$ cat config.mk
export PLATFORM = sky130hd
export DESIGN_NAME = pulse_timer
export DESIGN_NICKNAME = d
export VERILOG_FILES = /design/src/common/dsp_pkg.sv /design/src/sequencer/pulse_timer.sv
export SDC_FILE = /design/constraint.sdc
export NUM_CORES = 1
export LEC_CHECK = 0
export ABC_AREA = 0
export BUFFER_PORTS_ARGS = -buffer_cell sky130_fd_sc_hd__buf_2
export CORE_ASPECT_RATIO = 2
export CORE_MARGIN = 1
export CORE_UTILIZATION = 50
export DETAILED_ROUTE_END_ITERATION = 6
export PLACE_DENSITY = 0.78
export SLEW_MARGIN = 20
export SYNTH_ARGS = -nofsm -noshare
export SYNTH_HDL_FRONTEND = slang
export SYNTH_SLANG_ARGS = --single-unit
$ cat constraint.sdc
create_clock -name clk -period 2.6 [get_ports clk]
set_input_delay 0.26 -clock clk [delete_from_list [all_inputs] [get_ports clk]]
set_output_delay 0.26 -clock clk [all_outputs]
set_load 0.02 [all_outputs]
$ cat src/common/dsp_pkg.sv
// shared widths, command field positions, opcodes and sequencer states, imported by every RTL file
`default_nettype none

package dsp_pkg;

    localparam int DATA_W     = 32;
    localparam int MEM_ADDR_W = 13;
    localparam int CMD_ADDR_W = 8;
    localparam int N_BANKS    = 4;
    localparam int BANK_W     = 2;
    localparam int CMD_W      = DATA_W * N_BANKS;
    localparam int TREF_W     = 24;
    localparam int PHASE_W    = 14;
    localparam int QUAD_W     = 2;
    localparam int ENV_ADDR_W = 10;
    localparam int SAMPLE_W   = 16;
    localparam int CMD_DEPTH  = 1 << CMD_ADDR_W;
    localparam int ENV_DEPTH  = 1 << ENV_ADDR_W;

    // host address map, bit 12 picks the memory and bits 9:8 pick the command bank
    localparam int MEM_SEL_BIT = 12;
    localparam int BANK_LSB    = 8;

    // field positions inside the assembled command, bank 0 sits in bits 31:0
    localparam int OPCODE_LSB   = 30;
    localparam int OPCODE_W     = 2;
    localparam int START_LSB    = 0;
    localparam int FREQ_LSB     = 32;
    localparam int PHASE_LSB    = 64;
    localparam int ENV_ADDR_LSB = 96;
    localparam int ENV_LEN_LSB  = 112;

    // every other opcode value is a no-op
    localparam logic [OPCODE_W-1:0] OP_PULSE = 2'b01;
    localparam logic [OPCODE_W-1:0] OP_END   = 2'b10;

    typedef logic [DATA_W-1:0]            data_word_t;
    typedef logic [MEM_ADDR_W-1:0]        mem_addr_t;
    typedef logic [CMD_ADDR_W-1:0]        cmd_addr_t;
    typedef logic [CMD_W-1:0]             cmd_word_t;
    typedef logic [TREF_W-1:0]            tref_t;
    typedef logic [PHASE_W-1:0]           phase_t;
    typedef logic [ENV_ADDR_W-1:0]        env_addr_t;
    typedef logic signed [SAMPLE_W-1:0]   sample_t;

    typedef enum logic [2:0] {
        ST_IDLE,
        ST_FETCH,
        ST_DECODE,
        ST_WAIT,
        ST_FIRE,
        ST_DONE
    } seq_state_t;

endpackage

`default_nettype wire
$ cat src/sequencer/pulse_timer.sv
// time reference counter for the sequencer, compares the running time with a command's start time
`timescale 1ns/100ps
`default_nettype none

module pulse_timer import dsp_pkg::*; (
    input  logic  clk,
    input  logic  reset,
    input  logic  timer_clear,
    input  tref_t start_time,
    output logic  time_reached
);

    tref_t tref;
    tref_t tref_next;

    assign tref_next = tref + 1'b1;

    // the strobe lands one cycle after the FSM sees this, so compare against the
    // time of that strobe cycle
    assign time_reached = (tref_next >= start_time);

    always_ff @(posedge clk) begin
        if (reset) begin
            tref <= '0;
        end else if (timer_clear) begin
            // tref reads 0 in the first cycle after the start pulse
            tref <= '0;
        end else begin
            tref <= tref_next;
        end
    end

endmodule

`default_nettype wire

### Yosys cells after proc, flatten, opt, wreduce, memory -nomap -nowiden

Cells that the tools add are included.

* flip-flop bits (word level): 24
* input bits: 27

* add/subtract/negate cells: 1
* $lt $le $gt $ge: 1
* reductions and logical operators: 1

Operators by type and width (count)
* $add A24 B1 Y24 const B: 1
* $ge A24 B24 Y1: 1
* $reduce_or A2 Y1: 1

### Logic depth before layout (Yosys ltp)

* word-level depth: 2
* mapped depth: 11
* gate-level depth less buffers: 11

### Worst setup path before layout

No wires, ideal clock.

* path type: reg2out
* start: register tref[0]
* end: output time_reached
* arrival time: 2.346 ns
* required time: 2.340 ns
* setup slack: -0.006 ns
* cell stages (with the launch flop): 12
* cell sequence: dfxtp_1 -> ha_1 -> nand2_1 -> nor3_2 -> nand4_1 -> xnor2_1 -> ha_1 -> nand4_1 -> nor3_1 -> nand4_1 -> o211ai_1 -> o21bai_1

* word-level cells in the longest chain between the ends: 2

Ends and longest elaborated chain
* from (decl): RTL line pulse_timer.sv:13 `tref_t tref;`
* from (signal assigned): RTL line pulse_timer.sv:29 `tref <= tref_next;`
* $add A24 B1 Y24: RTL line pulse_timer.sv:16 `assign tref_next = tref + 1'b1;`
* named net tref_next[20]: RTL line pulse_timer.sv:14 `tref_t tref_next;`
* $ge A24 B24 Y1: RTL line pulse_timer.sv:20 `assign time_reached = (tref_next >= start_time);`
* to (decl): RTL line pulse_timer.sv:10 `output logic time_reached`

The timed path passes the listed nets, and every way through them passes these cells.

### Final worst setup path

* start: register tref[10]
* end: output time_reached

Same word-level chain as after synthesis.

==> flow_summary.ini <==
[global_routing]
grt_first_pass_wirelength_um = 7100
grt_pass1_vias = 1712
grt_overflow = 0
grt_max_degree = 25
track_usage_pct = 26.5
antenna_found_initial = 0

[critical_path]
slowest_delay_ns = 0.36
critPathMaxFanout = 3
critical_path.slowest_cell = dfxtp_2
cp.arrival_ns = 2.84
worst-setup-path-type = reg -> out
cp.required_ns = 2.34
endpoint_kind = output port
critPathMostFrequentCell = buf_6
crit_buf_inv = 2
startpoint_type = flop
crit_family = simple AND/OR/NAND/NOR gates
crit_chain = nand3_4 -> buf_6 -> nor4_4 -> nand3_1 -> xnor2_1 -> ha_1 -> and4_1 -> a221oi_2 -> o211ai_1 -> o21bai_4 -> buf_6

[timing]
finalCritPeriodShare_pct = 119
fin_ws_ns = -0.499
period_minus_slack_ns = 3.10
rsz0062_at_grt = yes
fmax_ghz = 0.323
worstMarginPinSlew_ns = 0.463
fin_worst_skew_ns = 0.00409
hold_viol = 0
holdWs_ns = 0.533
final_max_slew_viol_count = 0
relSlewSlack_pct = 69.1
finalSetupViolCount = 1

[synth]
synth_top_area_cell = dfxtp_1
yosysWarnings = 0
synth_area_um2 = 1690
ys_types = 31
ys_seq_elements = 24
syn_area_per_cell_um2 = 8.45
ys_seq_area_share_pct = 28.4
yosys.area.top_type_share_pct = 28.4
netlist_instances = 200
synth_fp_nets = 252
synthTopCellsByArea = dfxtp_1, ha_1, xnor2_1, nor2b_1, inv_1

[floorplan]
pin_count = 28
core_area_um2 = 3190
die_w_um = 43.1
die_h_um = 84.2
die_area_um2 = 3630
initial_utilization_pct = 52.9
placementRows = 29

[finish]
nets = 322
final_util_pct = 74.3
largest_register_ff_count = 24
drive_gt1_share_pct = 40.1
area_growth_pct = 40.3
top_register = tref
reg_top3 = tref: 24 flops
diodes = 0

[power]
p_leak_nw = 1.21
peakVddDrop_uv = 395
p_per_area_nw_per_um2 = 303

[place]
gp_congestion = 0.842
dp_hpwl_um = 3130
place.port_buffers = 27

[clock_network]
cts_tree = done
cts_sinks = 24
clk_pin_slew_ns = 0.09
cts_root_buffer = clkbuf_8
cts.path.max_buffers = 2
hold_buffers = 0
cts_made_buffers = 3
h-tree-depth = 1
clk_latency_ns = 0.28

[drt]
ant_nets = 0
wire_per_inst_um = 14.9
drtPass1Iterations = 4
drcViolationCount = 0
vias = 1623
totalWireLength_um = 4480
drt_iter0_markers = 20
avgViaCountPerCell = 5.41

[run_status]
outcome = finished with violations
violations = negative setup slack

[hold_path]
worst_hold_path_type = in -> reg

[run]
drv_cap = 0
timing repair:
item | in CTS | in global routing
buffers inserted | 7 | 0
endpoints found under the setup margin | 1 | 1
gates resized for setup | 38 | 5
pin swaps | 23 | 2
worst register-to-register path: cells and delay by family (launching register included):
kind | cells | cell delay (ns)
AND/OR/NAND/NOR | 4 | 0.71
flip-flops | 1 | 0.36
buffers and inverters | 2 | 0.31
XOR/XNOR | 1 | 0.22
cells by family (layout without fill, tap and decap cells):
family	count (synthesis)	count (layout)	share of synthesized area, %
AO/OA/AOI/OAI	18	18	6.81
XOR/XNOR	22	22	11.8
adder cells (fa/ha/maj)	25	25	18.5
buffers and inverters	29	98	6.44
flip-flops	24	24	28.4
AND/OR/NAND/NOR	82	82	28.0
power by group:
group,internal [mW],total (mW),switching [mW]
Clock,0.136,0.268,0.132
Combinational,0.0411,0.0793,0.0382
Sequential,0.368,0.370,0.00261
stage by stage:
step	cell area [um2]	cells	TNS (ns)	setup WS, ns	power, mW
after floorplan	1690	200	0	0.0310	0.414
after CTS	2340	300	-0.346	-0.346	0.713
final	2370	300	-0.499	-0.499	0.717
after global placement	2110	289	-0.188	-0.188	0.449
after global routing	2370	300	-0.617	-0.617	0.744
after detailed placement	2110	289	-0.278	-0.278	0.451
synthesized netlist by cell type (all sizes together):
cell type	instances
dfxtp	24
nand3	11
and2	1
o211ai	2
and3	4
a21o	1
ha	25
a311oi	1
clkbuf	2
or2	1
nor2	10
nor2b	21
and4	3
inv	27
xnor2	16
nand4	7
and2b	2
a221oi	1
o21bai	1
xor2	6
a21oi	6
a221o	1
nand2	18
o21ai	4
nor4	1
nor3	3
a211oi	1
final timing paths:
path	startpoint	end	slack [ns]	cells after the start
setup reg to reg	tref[2]	tref[10]	0.92	7
hold / removal	timer_clear	tref[0]	0.53	3
hold reg to reg	tref[23]	tref[23]	0.61	2
setup / recovery	tref[10]	time_reached	-0.50	11
cell type report:
cell class	count	area, um2
inverter	27	101
timing repair buffer	67	453
clock buffer	4	55.1
multi-input combinational	147	1220
tap	31	38.8
sequential	24	502
fill	257	822
routing by layer:
layer	global-route usage (%)	vias to the layer above	part of all wire, %
met2	50.9	43	58
met4	19.3	0	5.9
met3	2.80	21	2.2
met1	23.0	758	34
met5	0	-	0
li1	-	801	-
layout by cell type, fill, tap and decap left out, types with 2 or more instances in the layout:
master / n
inv_1: 27
nand2_2: 2
o211ai_1: 2
buf_4: 37
clkbuf_8: 4
buf_2: 26
dfxtp_1: 11
dfxtp_2: 11
buf_6: 4
nand3_1: 9
dfxtp_4: 2
nand2_1: 16
xor2_2: 2
ha_4: 2
nor3_2: 2
nor2_2: 4
xnor2_1: 15
nand4_1: 6
nor2b_1: 21
nor2_1: 6
o21ai_0: 3
ha_1: 23
nand3_4: 2
and2b_1: 2
a21oi_1: 5
xor2_1: 4
and3_1: 4
and4_4: 2
Note: power is estimated with default switching activity, not from simulation.
