[src/common/dsp_pkg.sv]
// shared widths, command field positions, opcodes and sequencer states, imported by every RTL file
`default_nettype none

package dsp_pkg;

    localparam int DATA_W     = 32;
    localparam int MEM_ADDR_W = 13;
    localparam int CMD_ADDR_W = 8;
    localparam int N_BANKS    = 4;
    localparam int BANK_W     = 2;
    localparam int CMD_W      = DATA_W * N_BANKS;
    localparam int TREF_W     = 24;
    localparam int PHASE_W    = 14;
    localparam int QUAD_W     = 2;
    localparam int ENV_ADDR_W = 10;
    localparam int SAMPLE_W   = 16;
    localparam int CMD_DEPTH  = 1 << CMD_ADDR_W;
    localparam int ENV_DEPTH  = 1 << ENV_ADDR_W;

    // host address map, bit 12 picks the memory and bits 9:8 pick the command bank
    localparam int MEM_SEL_BIT = 12;
    localparam int BANK_LSB    = 8;

    // field positions inside the assembled command, bank 0 sits in bits 31:0
    localparam int OPCODE_LSB   = 30;
    localparam int OPCODE_W     = 2;
    localparam int START_LSB    = 0;
    localparam int FREQ_LSB     = 32;
    localparam int PHASE_LSB    = 64;
    localparam int ENV_ADDR_LSB = 96;
    localparam int ENV_LEN_LSB  = 112;

    // every other opcode value is a no-op
    localparam logic [OPCODE_W-1:0] OP_PULSE = 2'b01;
    localparam logic [OPCODE_W-1:0] OP_END   = 2'b10;

    typedef logic [DATA_W-1:0]            data_word_t;
    typedef logic [MEM_ADDR_W-1:0]        mem_addr_t;
    typedef logic [CMD_ADDR_W-1:0]        cmd_addr_t;
    typedef logic [CMD_W-1:0]             cmd_word_t;
    typedef logic [TREF_W-1:0]            tref_t;
    typedef logic [PHASE_W-1:0]           phase_t;
    typedef logic [ENV_ADDR_W-1:0]        env_addr_t;
    typedef logic signed [SAMPLE_W-1:0]   sample_t;

    typedef enum logic [2:0] {
        ST_IDLE,
        ST_FETCH,
        ST_DECODE,
        ST_WAIT,
        ST_FIRE,
        ST_DONE
    } seq_state_t;

endpackage

`default_nettype wire
[src/common/cmd_bus_if.sv]
// command bus shared by the command buffer, the sequencer and the pulse element
`timescale 1ns/100ps
`default_nettype none

interface cmd_bus_if import dsp_pkg::*; ();

    // instruction pointer into the four command banks
    cmd_addr_t instr_ptr;
    // 128-bit command, valid one cycle after instr_ptr changes
    cmd_word_t cmd;
    logic      cstrobe;
    // high while the element still has samples to issue or in flight
    logic      busy;

    modport seq (
        output instr_ptr,
        output cstrobe,
        input  cmd,
        input  busy
    );

    modport mem (
        input  instr_ptr,
        output cmd
    );

    modport elem (
        input  cmd,
        input  cstrobe,
        output busy
    );

endinterface

`default_nettype wire

[src/hdl/pulse_element.sv]
// pulse player, steps through the envelope and rotates each sample by the phase quadrant
`timescale 1ns/100ps
`default_nettype none

module pulse_element import dsp_pkg::*; (
    input  logic       clk,
    input  logic       reset,
    cmd_bus_if.elem    bus,
    output env_addr_t  env_raddr,
    input  sample_t    env_i,
    input  sample_t    env_q,
    output sample_t    dac_i,
    output sample_t    dac_q,
    output logic       dac_valid
);

    phase_t              freq_q;
    phase_t              phase_acc;
    env_addr_t           addr_q;
    env_addr_t           count_q;
    logic                issuing;
    logic [QUAD_W-1:0]   quad_d;
    logic                valid_d;
    sample_t             rot_i;
    sample_t             rot_q;

    // one sample address goes out per cycle while samples remain
    assign issuing   = (count_q != '0);
    assign env_raddr = addr_q;
    assign bus.busy  = issuing || valid_d || dac_valid;

    always_ff @(posedge clk) begin
        if (reset) begin
            count_q <= '0;
            valid_d <= 1'b0;
        end else begin
            if (bus.cstrobe) begin
                count_q <= bus.cmd[ENV_LEN_LSB +: ENV_ADDR_W];
            end else if (issuing) begin
                count_q <= count_q - 1'b1;
            end
            valid_d <= issuing;
        end
    end

    // address and phase wrap naturally at their widths
    always_ff @(posedge clk) begin
        if (bus.cstrobe) begin
            freq_q    <= bus.cmd[FREQ_LSB +: PHASE_W];
            phase_acc <= bus.cmd[PHASE_LSB +: PHASE_W];
            addr_q    <= bus.cmd[ENV_ADDR_LSB +: ENV_ADDR_W];
        end else if (issuing) begin
            phase_acc <= phase_acc + freq_q;
            addr_q    <= addr_q + 1'b1;
        end
        // quadrant travels alongside the memory read
        quad_d <= phase_acc[PHASE_W-1 -: QUAD_W];
    end

    always_comb begin
        case (quad_d)
            2'd0: begin
                rot_i = env_i;
                rot_q = env_q;
            end
            2'd1: begin
                rot_i = -env_q;
                rot_q = env_i;
            end
            2'd2: begin
                rot_i = -env_i;
                rot_q = -env_q;
            end
            default: begin
                rot_i = env_q;
                rot_q = -env_i;
            end
        endcase
    end

    always_ff @(posedge clk) begin
        if (reset) begin
            dac_valid <= 1'b0;
            dac_i     <= '0;
            dac_q     <= '0;
        end else begin
            dac_valid <= valid_d;
            dac_i     <= rot_i;
            dac_q     <= rot_q;
        end
    end

endmodule

`default_nettype wire

[src/flat_wrapper.sv]
// flat-port wrapper written by rule: the top's interface ports become plain ports
module pulse_element_flat import dsp_pkg::*;
  (clk, reset, env_raddr, env_i, env_q, dac_i, dac_q, dac_valid, bus_cmd, bus_cstrobe, bus_busy);
  cmd_bus_if bus_i ();
  input  logic clk;
  input  logic reset;
  output env_addr_t env_raddr;
  input  sample_t env_i;
  input  sample_t env_q;
  output sample_t dac_i;
  output sample_t dac_q;
  output logic dac_valid;
  input wire logic [$bits(bus_i.cmd)-1:0] bus_cmd;
  input wire logic [$bits(bus_i.cstrobe)-1:0] bus_cstrobe;
  output wire logic [$bits(bus_i.busy)-1:0] bus_busy;
  assign bus_i.cmd = bus_cmd;
  assign bus_i.cstrobe = bus_cstrobe;
  assign bus_busy = bus_i.busy;
  pulse_element u_core (.clk(clk), .reset(reset), .bus(bus_i), .env_raddr(env_raddr), .env_i(env_i), .env_q(env_q), .dac_i(dac_i), .dac_q(dac_q), .dac_valid(dac_valid));
endmodule
[config.mk]
export PLATFORM = sky130hd
export DESIGN_NAME = pulse_element_flat
export DESIGN_NICKNAME = d
export VERILOG_FILES = /design/src/common/dsp_pkg.sv /design/src/common/cmd_bus_if.sv /design/src/hdl/pulse_element.sv /design/src/flat_wrapper.sv
export SDC_FILE = /design/constraint.sdc
export NUM_CORES = 1
export LEC_CHECK = 0
export BUFFER_PORTS_ARGS = -buffer_cell sky130_fd_sc_hd__buf_2
export CAP_MARGIN = 0
export CORE_ASPECT_RATIO = 0.5
export CORE_MARGIN = 4
export CORE_UTILIZATION = 49
export CTS_BUF_LIST = sky130_fd_sc_hd__clkbuf_16
export DETAILED_ROUTE_END_ITERATION = 12
export PLACE_DENSITY = 0.81
export SKIP_LAST_GASP = 1
export SLEW_MARGIN = 20
export SYNTH_ARGS = -nofsm -noshare
export SYNTH_HDL_FRONTEND = slang
export SYNTH_SLANG_ARGS = --single-unit
[constraint.sdc]
create_clock -name clk -period 2.75 [get_ports clk]
set_input_delay 0.275 -clock clk [delete_from_list [all_inputs] [get_ports clk]]
set_output_delay 0.275 -clock clk [all_outputs]
set_load 0.02 [all_outputs]
==> Word level (Yosys, flattened, before mapping) <==
Cells that the tools add are included.
{ "totals": {"register_bits": 84, "inputBits": 163, "out_inout_bits": 44, "word_cells": 29} }
{ "classes": {"n_addsub": 5, "n_eq_ne": 2, "muxes": 8, "n_reduce_logical": 5} }
{ "ops": {"columns": ["operator", "n"], "rows": [
  ["$pmux 16 s3", 2],
  ["$mux 10", 4],
  ["$neg 16->16", 2],
  ["$mux 14", 2],
  ["$add 14x14->14", 1],
  ["$add 10x1->10 const B", 1],
  ["$reduce_bool 10->1", 1],
  ["$sub 10x1->10 const B", 1],
  ["$eq 2x1->1 const B", 1],
  ["$eq 2x2->1 const B", 1],
  ["$logic_not 2->1", 1],
  ["$logic_or 1x1->1", 2],
  ["$reduce_bool 2->1", 1]
]} }

==> Logic depth before layout (Yosys ltp) <==
{ "depth": {"ltp_word": 3, "ltp_mapped": 8, "depth_no_buf": 7} }

==> Least setup slack after synthesis <==
Ideal clock, no wire load.
{ "synth_path": {"path_kind": "reg2reg", "startpoint": "reg u_core.phase_acc[0]", "endpoint": "reg u_core.phase_acc[12] (data pin)", "setup_ns": 0.265, "t_arrival_ns": 2.180, "required_ns": 2.485, "setup_slack_ns": 0.306, "stages_incl_launch_ff": 8, "path_buffers": 0, "synth_period_minus_slack_ns": 2.444, "cell_sequence": "edfxtp_1 ha_1 fa_1 a211oi_1 o21ai_0 a2111oi_0 or4_1 nand3_1"} }
{ "synth_between": {"elab_chain_len": 3} }
{ "synth_rtl": {"columns": ["element", "line_no", "text"], "rows": [
  ["start: declaration", "pulse_element.sv:18", "phase_t phase_acc;"],
  ["start signal: assignment", "pulse_element.sv:50", "phase_acc <= bus.cmd[PHASE_LSB +: PHASE_W];"],
  ["start signal: assignment", "pulse_element.sv:53", "phase_acc <= phase_acc + freq_q;"],
  ["$add 14x14->14", "pulse_element.sv:53", null],
  ["$mux 14", "pulse_element.sv:52", "end else if (issuing) begin"],
  ["$mux 14", "pulse_element.sv:48", "if (bus.cstrobe) begin"]
]} }
Every way passes these cells. The select of a mux whose other input is x is not followed.
A chain may end at the register's enable or synchronous reset.

==> Worst setup path after layout <==
Ends and elaborated chain as after synthesis.

==> results.toml <==
[timing]
max_slew_margin_pct = 40.90
min_period_ns = 2.542
finalHoldViolations = 0
tightest_slew_ns = 0.8865
rsz0062_at_grt = "no"
max_freq_ghz = 0.3934
clock_skew_ns = 0.007587
setup_slack_ns = 0.2077
slew_violations = 0
setup_viol = 0
final.period_utilization_pct = 92.45
whs_ns = 0.1092

[synth]
synth.largest_area_cell = "edfxtp_1"
synth_fp_nets = 750
synth_seq_cells = 84
ys_types = 63
synth_top_area_share_pct = 21.99
synth_ff_type = "dfxtp_1"
ys_seq_area_share_pct = 39.73
yosys-top-cells-area = "edfxtp_1 (22%), dfxtp_1 (18%), ha_1 (4.3%)"
yosys_warnings = 0
netlist_instances = 568
synthesis.area_um2 = 5190
synth-edff-count = 38
netlist_top_cells_count = "nand2_1 (51), nor2_1 (51), dfxtp_1 (46), o21ai_0 (41), edfxtp_1 (38)"
avgSynthCellArea_um2 = 9.137
synthArstFlopShare_pct = 0

[status]
status = "finished clean"

[floorplanning]
fp-row-count = 26
fp.dieArea_um2 = 12400
fp.dieW_um = 153.5
fp.coreArea_um2 = 10280
initial_core_util_pct = 50.49
io_pins = 207
dieHeight_um = 80.78

[route]
firstDrtPassIters = 7
drt_wl_total_mm = 12.76
drc = 0
vias = 4692
ant_nets = 0
drtIter0Drc = 399
wl_per_cell_um = 15.48
avgViaCountPerCell = 5.694

[clock_tree]
clkLatencyLatePin_ns = 0.34
postCtsHoldBufs = 0
clk_path_buf_depth = 2
htree_levels = 3
cts_sinks = 84
clockRootBuffer = "clkbuf_16"
clk_pin_slew_ns = 0.06
cts_buffers = 9
cts_tree = "built"

[global_routing]
antenna_found_initial = 0
overflow = 0
grt_usage_pct = 20.27
grt_max_degree = 66
grt_pass1_vias = 4320
grt_pass1_wl_mm = 20.73

[cells_and_area]
area_growth_pct = 20.83
drive_gt1_share_pct = 25.88
instances_no_fill = 824
fin_nets = 862
num_antenna_cells = 0
final_util_pct = 61.00

[placement]
pre_cts_slack_ns = -0.01491
dp_hpwl_mm = 9.130
place_inst = 809
io_buffers = 126
gp_congestion = 0.8738

[power]
p_int_mw = 3.352
p_leak_nw = 2.631
p_clk_share_pct = 21.7
power.total_mw = 5.399
switching_power_mw = 2.048
p_seq_share_pct = 33.3
peakVddDrop_v = 0.0004015
pwr-share-comb_pct = 45.0
switching_share_pct = 37.92
p_per_area_nw_per_um2 = 861.0

[setup_path]
cp_num_buf_inv = 1
start_kind = "flip-flop"
crit_chain = "ha_1 -> fa_1 -> a211oi_2 -> o21ai_0 -> a2111oi_2 -> buf_4 -> or4_1 -> nand3_1"
crit_required_ns = 2.83
cp_slowest_stage_delay_ns = 0.44
crit_family = "compound AO/OA/AOI/OAI gates"
crit_path_top_delay_cell = "fa_1"
arrival_ns = 2.62
crit_type = "reg2reg"
critPathMaxFanout = 3
end_kind = "flip-flop"

[worst_hold_path]
hold_path.class = "in2reg"

[flow_run]
drv_cap = 0
## worst register-to-register path: cells and delay by family (launching register included)
family / cells / cell delay (ns)
buffers and inverters: 1 / 0.18
DFF: 1 / 0.36
and+or+nand+nor: 2 / 0.17
AOI/OAI and AO/OA: 3 / 0.90
adders and majority gates: 2 / 0.68
## registers in the layout, indices dropped and copies added, names as in the netlist
name / count
u_core.env_raddr: 10
u_core.phase_acc: 14
u_core.freq_q: 14
u_core.count_q: 10
u_core.valid_d: 1
u_core.dac_valid: 1
u_core.quad_d: 2
u_core.dac_i: 16
u_core.dac_q: 16
## layout make-up
class | instances | area [µm²]
fill | 897 | 4009
multi-input combinational | 432 | 2939
sequential | 84 | 2063
timing repair buffer | 140 | 760.7
clock inverter | 6 | 58.81
tap | 140 | 175.2
inverter | 13 | 48.80
clock buffer | 9 | 225.2
## path summary, 6_finish.rpt
check                       start                    to  slack (ns)  cells past startpoint
min reg2reg  u_core.phase_acc[12]      u_core.quad_d[0]        0.40                      0
min                   bus_cmd[42]     u_core.freq_q[10]        0.11                      1
max reg2reg   u_core.phase_acc[0]  u_core.phase_acc[12]        0.21                      8
max           u_core.phase_acc[0]  u_core.phase_acc[12]        0.21                      8
## power by group through the flow
stage / registers (mW) / logic [mW] / clock network [mW]
after floorplan: 2.03 / 1.53 / 0
after global placement: 1.81 / 2.34 / 0
after detailed placement: 1.82 / 2.39 / 0
after CTS: 1.80 / 2.42 / 1.20
after global routing: 1.83 / 2.70 / 1.26
final: 1.80 / 2.43 / 1.17
## layout by cell type (no fill, tap or decap), types with 18 or more instances in the layout
cell type / count
a21oi_1: 27
o21ai_0: 41
xor2_1: 25
nor2_1: 51
ha_1: 18
dfxtp_1: 45
buf_2: 126
nand2_1: 51
edfxtp_1: 38
a211oi_1: 20
## kinds of logic after synthesis
| group | share of synthesized area, % |
|---|---|
| simple gates | 19.19 |
| compound gates | 20.49 |
| flops | 39.73 |
| buf+inv | 3.857 |
| xor+xnor | 6.244 |
| mux | 5.762 |
| fa+ha+maj | 4.725 |
## stage by stage
step,instance area (µm²),TNS (ns)
after floorplan,5190,0
after global placement,5976,-0.03472
after detailed placement,5976,-0.01491
after CTS,6266,0
after global routing,6271,0
final,6271,0
## routing by layer
layer | GRT usage (%) | vias to the layer above | routed length [µm]
li1 | - | 2348 | -
met1 | 26.08 | 2177 | 5704
met2 | 35.15 | 152 | 6164
met3 | 4.896 | 15 | 703
met4 | 4.758 | 0 | 183
met5 | 0 | - | 0
## timing repair
item                       4_1_cts  5_1_grt
setup endpoints to repair        1        1
pin swaps                        0        0
resized for setup                2        1
hold endpoints to repair         0        0
buffers inserted                 0        0
Note: power is estimated with default switching activity, not from simulation.
