==> src/common/dsp_pkg.sv <==
// shared widths, command field positions, opcodes and sequencer states, imported by every RTL file
`default_nettype none

package dsp_pkg;

    localparam int DATA_W     = 32;
    localparam int MEM_ADDR_W = 13;
    localparam int CMD_ADDR_W = 8;
    localparam int N_BANKS    = 4;
    localparam int BANK_W     = 2;
    localparam int CMD_W      = DATA_W * N_BANKS;
    localparam int TREF_W     = 24;
    localparam int PHASE_W    = 14;
    localparam int QUAD_W     = 2;
    localparam int ENV_ADDR_W = 10;
    localparam int SAMPLE_W   = 16;
    localparam int CMD_DEPTH  = 1 << CMD_ADDR_W;
    localparam int ENV_DEPTH  = 1 << ENV_ADDR_W;

    // host address map, bit 12 picks the memory and bits 9:8 pick the command bank
    localparam int MEM_SEL_BIT = 12;
    localparam int BANK_LSB    = 8;

    // field positions inside the assembled command, bank 0 sits in bits 31:0
    localparam int OPCODE_LSB   = 30;
    localparam int OPCODE_W     = 2;
    localparam int START_LSB    = 0;
    localparam int FREQ_LSB     = 32;
    localparam int PHASE_LSB    = 64;
    localparam int ENV_ADDR_LSB = 96;
    localparam int ENV_LEN_LSB  = 112;

    // every other opcode value is a no-op
    localparam logic [OPCODE_W-1:0] OP_PULSE = 2'b01;
    localparam logic [OPCODE_W-1:0] OP_END   = 2'b10;

    typedef logic [DATA_W-1:0]            data_word_t;
    typedef logic [MEM_ADDR_W-1:0]        mem_addr_t;
    typedef logic [CMD_ADDR_W-1:0]        cmd_addr_t;
    typedef logic [CMD_W-1:0]             cmd_word_t;
    typedef logic [TREF_W-1:0]            tref_t;
    typedef logic [PHASE_W-1:0]           phase_t;
    typedef logic [ENV_ADDR_W-1:0]        env_addr_t;
    typedef logic signed [SAMPLE_W-1:0]   sample_t;

    typedef enum logic [2:0] {
        ST_IDLE,
        ST_FETCH,
        ST_DECODE,
        ST_WAIT,
        ST_FIRE,
        ST_DONE
    } seq_state_t;

endpackage

`default_nettype wire
==> src/common/cmd_bus_if.sv <==
// command bus shared by the command buffer, the sequencer and the pulse element
`timescale 1ns/100ps
`default_nettype none

interface cmd_bus_if import dsp_pkg::*; ();

    // instruction pointer into the four command banks
    cmd_addr_t instr_ptr;
    // 128-bit command, valid one cycle after instr_ptr changes
    cmd_word_t cmd;
    logic      cstrobe;
    // high while the element still has samples to issue or in flight
    logic      busy;

    modport seq (
        output instr_ptr,
        output cstrobe,
        input  cmd,
        input  busy
    );

    modport mem (
        input  instr_ptr,
        output cmd
    );

    modport elem (
        input  cmd,
        input  cstrobe,
        output busy
    );

endinterface

`default_nettype wire

==> src/sequencer/seq_fsm.sv <==
// command sequencer FSM, fetches commands, waits for their start time and strobes the pulse element
`timescale 1ns/100ps
`default_nettype none

module seq_fsm import dsp_pkg::*; (
    input  logic       clk,
    input  logic       reset,
    input  logic       start,
    input  logic       time_reached,
    output logic       timer_clear,
    output tref_t      start_time,
    output logic       done,
    cmd_bus_if.seq     bus
);

    seq_state_t                state;
    seq_state_t                state_next;
    cmd_addr_t                 instr_ptr;
    logic                      accept_start;
    logic                      ptr_step;
    logic [OPCODE_W-1:0]       opcode;

    // a start is only taken when no program is running
    assign accept_start = start && (state == ST_IDLE || state == ST_DONE);
    assign timer_clear  = accept_start;

    assign opcode     = bus.cmd[OPCODE_LSB +: OPCODE_W];
    assign start_time = bus.cmd[START_LSB +: TREF_W];

    assign bus.instr_ptr = instr_ptr;
    assign bus.cstrobe   = (state == ST_FIRE);
    assign done          = (state == ST_DONE);

    always_comb begin
        state_next = state;
        ptr_step   = 1'b0;
        case (state)
            ST_IDLE, ST_DONE: begin
                if (accept_start) begin
                    state_next = ST_FETCH;
                end
            end
            ST_FETCH: state_next = ST_DECODE;
            ST_DECODE: begin
                if (opcode == OP_PULSE) begin
                    state_next = ST_WAIT;
                end else if (opcode == OP_END) begin
                    // hold off done until the last pulse has left the pipeline
                    if (!bus.busy) begin
                        state_next = ST_DONE;
                    end
                end else begin
                    state_next = ST_FETCH;
                    ptr_step   = 1'b1;
                end
            end
            ST_WAIT: begin
                if (time_reached && !bus.busy) begin
                    state_next = ST_FIRE;
                end
            end
            ST_FIRE: begin
                state_next = ST_FETCH;
                ptr_step   = 1'b1;
            end
            default: state_next = ST_IDLE;
        endcase
    end

    always_ff @(posedge clk) begin
        if (reset) begin
            state     <= ST_IDLE;
            instr_ptr <= '0;
        end else begin
            state <= state_next;
            if (accept_start) begin
                instr_ptr <= '0;
            end else if (ptr_step) begin
                instr_ptr <= instr_ptr + 1'b1;
            end
        end
    end

endmodule

`default_nettype wire

==> src/flat_wrapper.sv <==
// flat-port wrapper written by rule: the top's interface ports become plain ports
module seq_fsm_flat import dsp_pkg::*;
  (clk, reset, start, time_reached, timer_clear, start_time, done, bus_instr_ptr, bus_cstrobe, bus_cmd, bus_busy);
  cmd_bus_if bus_i ();
  input  logic clk;
  input  logic reset;
  input  logic start;
  input  logic time_reached;
  output logic timer_clear;
  output tref_t start_time;
  output logic done;
  output wire logic [$bits(bus_i.instr_ptr)-1:0] bus_instr_ptr;
  output wire logic [$bits(bus_i.cstrobe)-1:0] bus_cstrobe;
  input wire logic [$bits(bus_i.cmd)-1:0] bus_cmd;
  input wire logic [$bits(bus_i.busy)-1:0] bus_busy;
  assign bus_instr_ptr = bus_i.instr_ptr;
  assign bus_cstrobe = bus_i.cstrobe;
  assign bus_i.cmd = bus_cmd;
  assign bus_i.busy = bus_busy;
  seq_fsm u_core (.clk(clk), .reset(reset), .start(start), .time_reached(time_reached), .timer_clear(timer_clear), .start_time(start_time), .done(done), .bus(bus_i));
endmodule
==> config.mk <==
export PLATFORM = sky130hd
export DESIGN_NAME = seq_fsm_flat
export DESIGN_NICKNAME = d
export VERILOG_FILES = /design/src/common/dsp_pkg.sv /design/src/common/cmd_bus_if.sv /design/src/sequencer/seq_fsm.sv /design/src/flat_wrapper.sv
export SDC_FILE = /design/constraint.sdc
export NUM_CORES = 1
export LEC_CHECK = 0
export BUFFER_PORTS_ARGS = -buffer_cell sky130_fd_sc_hd__buf_2
export CORE_AREA = 2 2 77 57
export CTS_CLUSTER_DIAMETER = 80
export CTS_CLUSTER_SIZE = 20
export DETAILED_ROUTE_END_ITERATION = 6
export DIE_AREA = 0 0 79 59
export PLACE_DENSITY = 0.74
export RECOVER_POWER = 100
export SLEW_MARGIN = 20
export SYNTH_ARGS = -nofsm -noshare
export SYNTH_HDL_FRONTEND = slang
export SYNTH_SLANG_ARGS = --single-unit
==> constraint.sdc <==
create_clock -name clk -period 1.16 [get_ports clk]
set_input_delay 0 -clock clk [delete_from_list [all_inputs] [get_ports clk]]
set_output_delay 0 -clock clk [all_outputs]
set_load 0.01 [all_outputs]
# Word-level counts from Yosys, hierarchy flattened
# Cells that the tools add are included.
totals:
  regBits: 11
  in_bits: 133
  output_inout_bits: 35
op_classes:
  add_sub_neg: 1
  eq_ne: 10
  mux: 9
  n_reduce_logical: 8
ops:
  columns: ["op", "n"]
  rows:
  - ["$mux W3", 5]
  - ["$pmux W3 S5", 1]
  - ["$add A8 B1 Y8 const B", 1]
  - ["$eq A3 B2 Y1 const B", 2]
  - ["$eq A3 B3 Y1 const B", 2]
  - ["$ne A4 B3 Y1 const B", 1]
  - ["$reduce_or A2 Y1", 2]
  - ["$eq A3 B1 Y1 const B", 1]
  - ["$logic_not A3 Y1", 1]
  - ["$reduce_and A3 Y1", 1]
  - ["$eq A2 B1 Y1 const B", 1]
  - ["$eq A2 B2 Y1 const B", 1]
  - ["$logic_and A1 B1 Y1", 2]
  - ["$mux W1", 2]
  - ["$ne A2 B1 Y1 const B", 1]
  - ["$ne A2 B2 Y1 const B", 1]
  - ["$pmux W1 S2", 1]
  - ["$logic_not A1 Y1", 1]
  - ["$logic_or A1 B1 Y1", 1]

# Longest topological paths before layout
# Gate-level depths: netlist (run 1).
depth:
  word_depth: 5
  mapped_depth: 6
  ltp_nobuf: 6

# Worst setup path before layout (run 1)
# Ideal clock, no wire load.
synth_path:
  path_type: "register to register"
  from: "register u_core.instr_ptr[0] (netlist: u_core.bus.instr_ptr[0])"
  to: "register u_core.instr_ptr[7] (netlist: u_core.bus.instr_ptr[7])"
  arrival_time_ns: 1.155
  t_required_ns: 1.045
  setup_slack_ns: -0.110
  stages_incl_launch_ff: 5
  period_less_slack_ns: 1.270
  path_cell_list: "dfxtp_1 -> nand4_1 -> a2111oi_4 -> xnor2_1 -> nor2_2"
synth_via:
  elab_chain_cells: 1
synth_lines:
  columns: ["item", "line", "rtl"]
  rows:
  - ["start, declared", "seq_fsm.sv:18", "cmd_addr_t instr_ptr;"]
  - ["start signal, assigned", "seq_fsm.sv:79", "instr_ptr <= instr_ptr + 1'b1;"]
  - ["$add A8 B1 Y8", "seq_fsm.sv:79", null]
# Every way passes these cells.
# A chain may end at the register's enable or synchronous reset.

# Worst setup path after layout (run 1)
layout_path:
  from: "register u_core.state[2]"
  to: "register u_core.state[2]"
layout_via:
  elab_chain_cells: 5
  word_cells_on_any_way: 14
layout_lines:
  columns: ["item", "line", "rtl"]
  rows:
  - ["start, declared", "seq_fsm.sv:16", "seq_state_t state;"]
  - ["start signal, assigned", "seq_fsm.sv:75", "state <= state_next;"]
  - ["$eq A3 B3 Y1 or $logic_not A3 Y1 (tied branches)", "seq_fsm.sv:24, seq_fsm.sv:37", null]
  - ["$logic_or A1 B1 Y1", "seq_fsm.sv:24", "assign accept_start = start && (state == ST_IDLE || state == ST_DONE);"]
  - ["$logic_and A1 B1 Y1", "seq_fsm.sv:24", null]
  - ["$ne A2 B2 Y1 (no line)", null, null]
  - ["$reduce_and A3 Y1 (no line)", null, null]
# Several ways; a longest one is shown, not always the timed one.

==> results of run 1 <==
-- cells in the final DEF (no fill, tap or decap), types with 2 or more instances in the layout --
cell type / n
nor2_1: 7
inv_1: 5
ha_1: 2
nand2b_4: 4
a21oi_1: 5
nand2_1: 4
dfxtp_2: 4
dfxtp_1: 7
xnor2_1: 6
clkbuf_8: 3
or3_1: 2
clkbuf_1: 6
mux2i_1: 2
buf_4: 15
buf_2: 13
nand4_1: 2
-- critical path, stage by stage, from the launching register on --
cell	delay (ps)
dfxtp_2	350
buf_4	140
nand2b_4	130
or3_1	380
a21oi_2	150
-- flip-flops by register name (all words and copies together), names as in the netlist --
signal,count
u_core.bus.instr_ptr,8
u_core.state,3
-- metrics by stage --
step | cell area (µm²) | setup TNS (ps) | utilization
2_1_floorplan | 866 | -104 | -
3_3_place_gp | 915 | -800 | 0.237
3_5_place_dp | 915 | -1170 | 0.237
4_1_cts | 1000 | -225 | 0.260
5_1_grt | 1020 | -875 | 0.264
6_report | 1020 | -277 | 0.264
-- metal layers --
| metal | vias to the layer above | share of wire | track usage | wire [µm] |
|---|---|---|---|---|
| li1 | 319 | - | - | - |
| met1 | 293 | 0.35 | 0.0898 | 826 |
| met2 | 27 | 0.49 | 0.171 | 1160 |
| met3 | 8 | 0.096 | 0.0564 | 224 |
| met4 | 0 | 0.056 | 0.0443 | 131 |
| met5 | - | 0 | 0 | 0 |
-- Yosys cell counts, drive strengths merged --
cell type / count
buf: 27
dfxtp: 11
nor2: 9
a21oi: 6
xnor2: 6
inv: 5
nand2: 4
nand2b: 4
a211oi: 3
ha: 3
a21o: 2
mux2i: 2
nand4: 2
or3: 2
a2111oi: 1
a31o: 1
a31oi: 1
and2: 1
and4: 1
nand3b: 1
nor2b: 1
nor4: 1
o21ai: 1
or2: 1
xor2: 1
-- path summary, 6_finish.rpt --
path	startpoint	endpoint	slack (ps)	depth (start not counted)
worst max-delay path	u_core.state[2]$_SDFFE_PP0P_	u_core.state[2]$_SDFFE_PP0P_	-60	4
worst min register to register	u_core.bus.instr_ptr[7]$_SDFFE_PP0P_	u_core.bus.instr_ptr[7]$_SDFFE_PP0P_	530	2
worst min-delay path	bus_cmd[23]	start_time[23]	0.004	0
worst max register to register	u_core.state[2]$_SDFFE_PP0P_	u_core.state[2]$_SDFFE_PP0P_	-60	4
-- repair_timing --
action / CTS / global route
setup buffers: 0 / 1
gates cloned: 0 / 0
hold buffers: 1 / 0
gates resized for setup: 9 / 4
endpoints found under the hold margin: 3 / 0
pin swaps: 7 / 6
setup endpoints to repair: 12 / 13
-- kinds of logic after synthesis --
group / Yosys count / share of synthesized area
compound gates: 15 / 0.145
xor+xnor: 7 / 0.0730
fa+ha+maj: 3 / 0.0447
buf+inv: 32 / 0.265
flops: 11 / 0.262
mux: 2 / 0.0238
simple gates: 27 / 0.186
-- cell type report --
class / count / area (µm²)
clock buffer: 4 / 45.0
fill: 433 / 2830
inverter: 5 / 18.8
multi-input combinational: 54 / 458
sequential: 11 / 225
tap: 52 / 65.1
timing repair buffer: 34 / 206
-- where the power goes --
part / internal [W] / switching [W] / total [W]
sequential: 0.000388 / 0.0000127 / 0.000401
clock: 0.000241 / 0.000141 / 0.000382
combinational: 0.0000826 / 0.0000693 / 0.000152
total: 0.000712 / 0.000223 / 0.000934
==> impl_metrics.yaml, run 1 <==
status:
  status: "finished with violations"
  violations: "negative setup slack"
finish:
  fin_nets: 245
  diodes: 0
  syn_to_final_growth_pct: 21.3
  drive_gt1_frac: 0.472
  fin_cells: 160
floorplan:
  dieWidth_um: 79
  start_util: 0.218
  die-area_mm2: 0.00466
  num_io_pins: 168
  core_mm2: 0.00385
  die_h_um: 59
  rows: 19
routing:
  drt_iter0_drc: 9
  wl_per_cell_um: 14.6
  firstDrtPassIters: 3
  ant_nets: 0
  wl_mm: 2.34
  remaining_drc_errors: 0
  vias: 647
  via_per_inst: 4.04
power:
  leakagePower_nw: 0.410
  p_per_area_mw_per_mm2: 917
  irDropWorstVdd_mv: 0.397
  total_power_w: 0.000934
placed_design:
  place_ws_ps: -164
  place_inst: 154
  gp_congestion: 0.846
  io_buffers: 17
  dp_hpwl_mm: 1.91
clock_network:
  clock-root-buffer: "clkbuf_8"
  cts_htree_levels: 1
  numCtsBuffers: 3
  cts_tree: "done"
  clk_pin_slew_ps: 50
  clock_latency_ps: 240
  clockBufferDepth: 2
  clkSinkCount: 11
yosys:
  ys_seq_elements: 11
  syn-num-nets: 233
  synth_area_leader_cell: "dfxtp_1"
  synth_area_leaders: "dfxtp_1 (26%), buf_4 (22%), xnor2_1 (6.3%), ha_1 (4.5%), a21oi_1 (3.6%)"
  yosysTopAreaCellShare: 0.262
  synthCells: 97
  synth.distinct_cells: 30
  synth_area_um2: 840
  ys_seq_area_frac: 0.262
  avgSynthCellArea_um2: 8.66
  ys.warnings.count: 0
global_route:
  grt_max_degree: 9
  grtUsageTotal: 0.0958
  grt.overflow.total: 0
  grt_pass1_wl_mm: 3.22
  grt_pass1_vias: 605
  antenna_found_initial: 0
critical_path:
  end_kind: "flop"
  cp_max_fo: 4
  cp_data_arrival_time_ps: 1380
  path_class: "reg2reg"
  crit_path_start_kind: "flop"
  cp.required_ps: 1320
timing:
  finClkSkew_ps: 2.86
  post-route-period-util: 1.05
  rsz0062_at_grt: "yes"
  timing.final.hold_violations: 0
  fin_ws_ps: -61.3
  finalCriticalPeriod_ps: 1220
  fmax_mhz: 819
  hold_ws_ps: 0.00443
  setup_violations: 9
  maxSlewHeadroom: 0.830
  slew_violations: 0
  worst_pin_slew_ps: 255
min_path:
  hp-class: "in2out"
job:
  max-cap-violations: 0
No activity file was read; power rests on OpenSTA's default activity.
==> inputs of run 2 (changes only) <==
Settings changed: MAX_ROUTING_LAYER set to met4.
==> run 2 against run 1 <==
Effect of this change:
- register-to-register slack hardly changed
- critical endpoint unchanged
- clock power about the same
- design area stayed put
- non-clock buffer count unchanged
- the run still ends with negative setup slack left
==> impl_metrics.yaml, run 2 (synthesis results as in run 1) <==
status:
  status: "finished with violations"
  violations: "negative setup slack"
floorplan:
  num_io_pins: 168
  dieWidth_um: 79
  start_util: 0.218
  rows: 19
  die_h_um: 59
  core_mm2: 0.00385
  die-area_mm2: 0.00466
finish:
  syn_to_final_growth_pct: 21.3
  drive_gt1_frac: 0.472
  final_cell_mix: "buf_4 (15), buf_2 (13), nor2_1 (7), dfxtp_1 (7)"
  fillers: 433
  final_common_cell: "buf_4"
  fin_nets: 245
  largest_register_ffs: 8
  multi_input_area_um2: 458
  fin_cells: 160
  seqCellArea_um2: 225
  diodes: 0
  largest-register: "u_core.bus.instr_ptr"
  reg.largest.list: "u_core.bus.instr_ptr: 8 flops, u_core.state: 3 flops"
min_path:
  hp-class: "in2out"
  hp-start: "bus_cmd[23]"
routing:
  dr_wl_met2_mm: 1.16
  firstDrtPassIters: 3
  wl_per_cell_um: 14.6
  dr_wl_met3_um: 229
  vias: 646
  remaining_drc_errors: 0
  wl_mm: 2.34
  top_layer_used: "met4"
  via_per_inst: 4.04
  ant_nets: 0
  met1_length_um: 822
  drt_iter0_drc: 17
placed_design:
  dp_hpwl_mm: 1.91
  place_ws_ps: -164
  place_inst: 154
  gp_congestion: 0.860
  io_buffers: 17
timing:
  worst_pin_slew_ps: 257
  finClkSkew_ps: 2.44
  fin_ws_ps: -63.1
  post-route-period-util: 1.05
  timing.final.hold_violations: 0
  maxSlewHeadroom: 0.829
  fmax_mhz: 818
  slew_violations: 0
  finalCriticalPeriod_ps: 1220
  setup_violations: 9
  rsz0062_at_grt: "yes"
job:
  max-cap-violations: 0
clock_network:
  clock_latency_ps: 240
  clk_pin_slew_ps: 50
  cts_tree: "done"
  cts_htree_levels: 1
  clock-root-buffer: "clkbuf_8"
  numCtsBuffers: 3
  clockBufferDepth: 2
  clkSinkCount: 11
power:
  leakagePower_nw: 0.410
  irDropWorstVdd_mv: 0.397
  p_per_area_mw_per_mm2: 918
critical_path:
  startpoint: "u_core.state[2]$_SDFFE_PP0P_"
  reg2reg_from: "u_core.state[2]$_SDFFE_PP0P_"
  cp_data_arrival_time_ps: 1390
  cp.required_ps: 1320
  path_cells: "buf_4, nand2b_4, or3_1, a21oi_2"
  path_class: "reg2reg"
  cp_max_fo: 4
  end_kind: "flop"
  crit_path_start_kind: "flop"
  cpMaxStageDelayCell: "or3_1"
  critPathMaxStageDelay_ps: 380
global_route:
  antenna_found_initial: 0
  grt_max_degree: 9
  grt_pass1_wl_mm: 3.23
  grt.overflow.total: 0
  grtUsageTotal: 0.0991
  grt_pass1_vias: 602
## run 2: per-stage QoR
stage          hold slack [ps]  total power (W)  utilization  instance area (µm²)  TNS [ps]
2_1_floorplan             69.1         0.000574            -                  866      -104
3_3_place_gp            0.0686         0.000537        0.237                  915      -800
3_5_place_dp            0.0686         0.000539        0.237                  915     -1170
4_1_cts                 0.0686         0.000935        0.260                 1000      -225
5_1_grt                 0.0164         0.000974        0.264                 1020      -875
6_report               0.00443         0.000935        0.264                 1020      -267
## run 2: metal layers
layer / vias to the layer above / track usage
met2: 27 / 0.171
met4: 0 / 0.0443
met1: 296 / 0.0907
met3: 6 / 0.0564
met5: - / -
li1: 317 / -
## run 2: area by class of cell
type | instances | share of cell area
clock buffer | 4 | 0.0442
inverter | 5 | 0.0184
sequential | 11 | 0.221
timing repair buffer | 34 | 0.203
multi-input combinational | 54 | 0.450
tap | 52 | 0.0639
## run 2: what timing repair did
item	CTS	global route
gates resized for setup	9	4
endpoints found under the setup margin	12	13
buffers inserted	0	1
hold endpoints to repair	3	0
gates cloned	0	0
hold buffers	1	0
pin swaps	7	6
## run 2: report_power, final
part | total, W | internal [W] | switching [W]
clock | 0.000383 | 0.000241 | 0.000142
sequential | 0.000401 | 0.000388 | 0.0000129
combinational | 0.000152 | 0.0000826 | 0.0000691
total | 0.000935 | 0.000712 | 0.000223
## run 2: critical path, delay by kind of cell, from the launching register on
kind                   cells  cell delay, ps
AOI/OAI and AO/OA          1             150
and+or+nand+nor            2             510
DFF                        1             350
buffers and inverters      1             140
## run 2: final timing paths
path	slack [ps]	end	cells after the start
worst min register to register	530	u_core.bus.instr_ptr[7]$_SDFFE_PP0P_	2
worst min-delay path	0.004	start_time[23]	0
worst max register to register	-60	u_core.state[2]$_SDFFE_PP0P_	4
worst max-delay path	-60	u_core.state[2]$_SDFFE_PP0P_	4
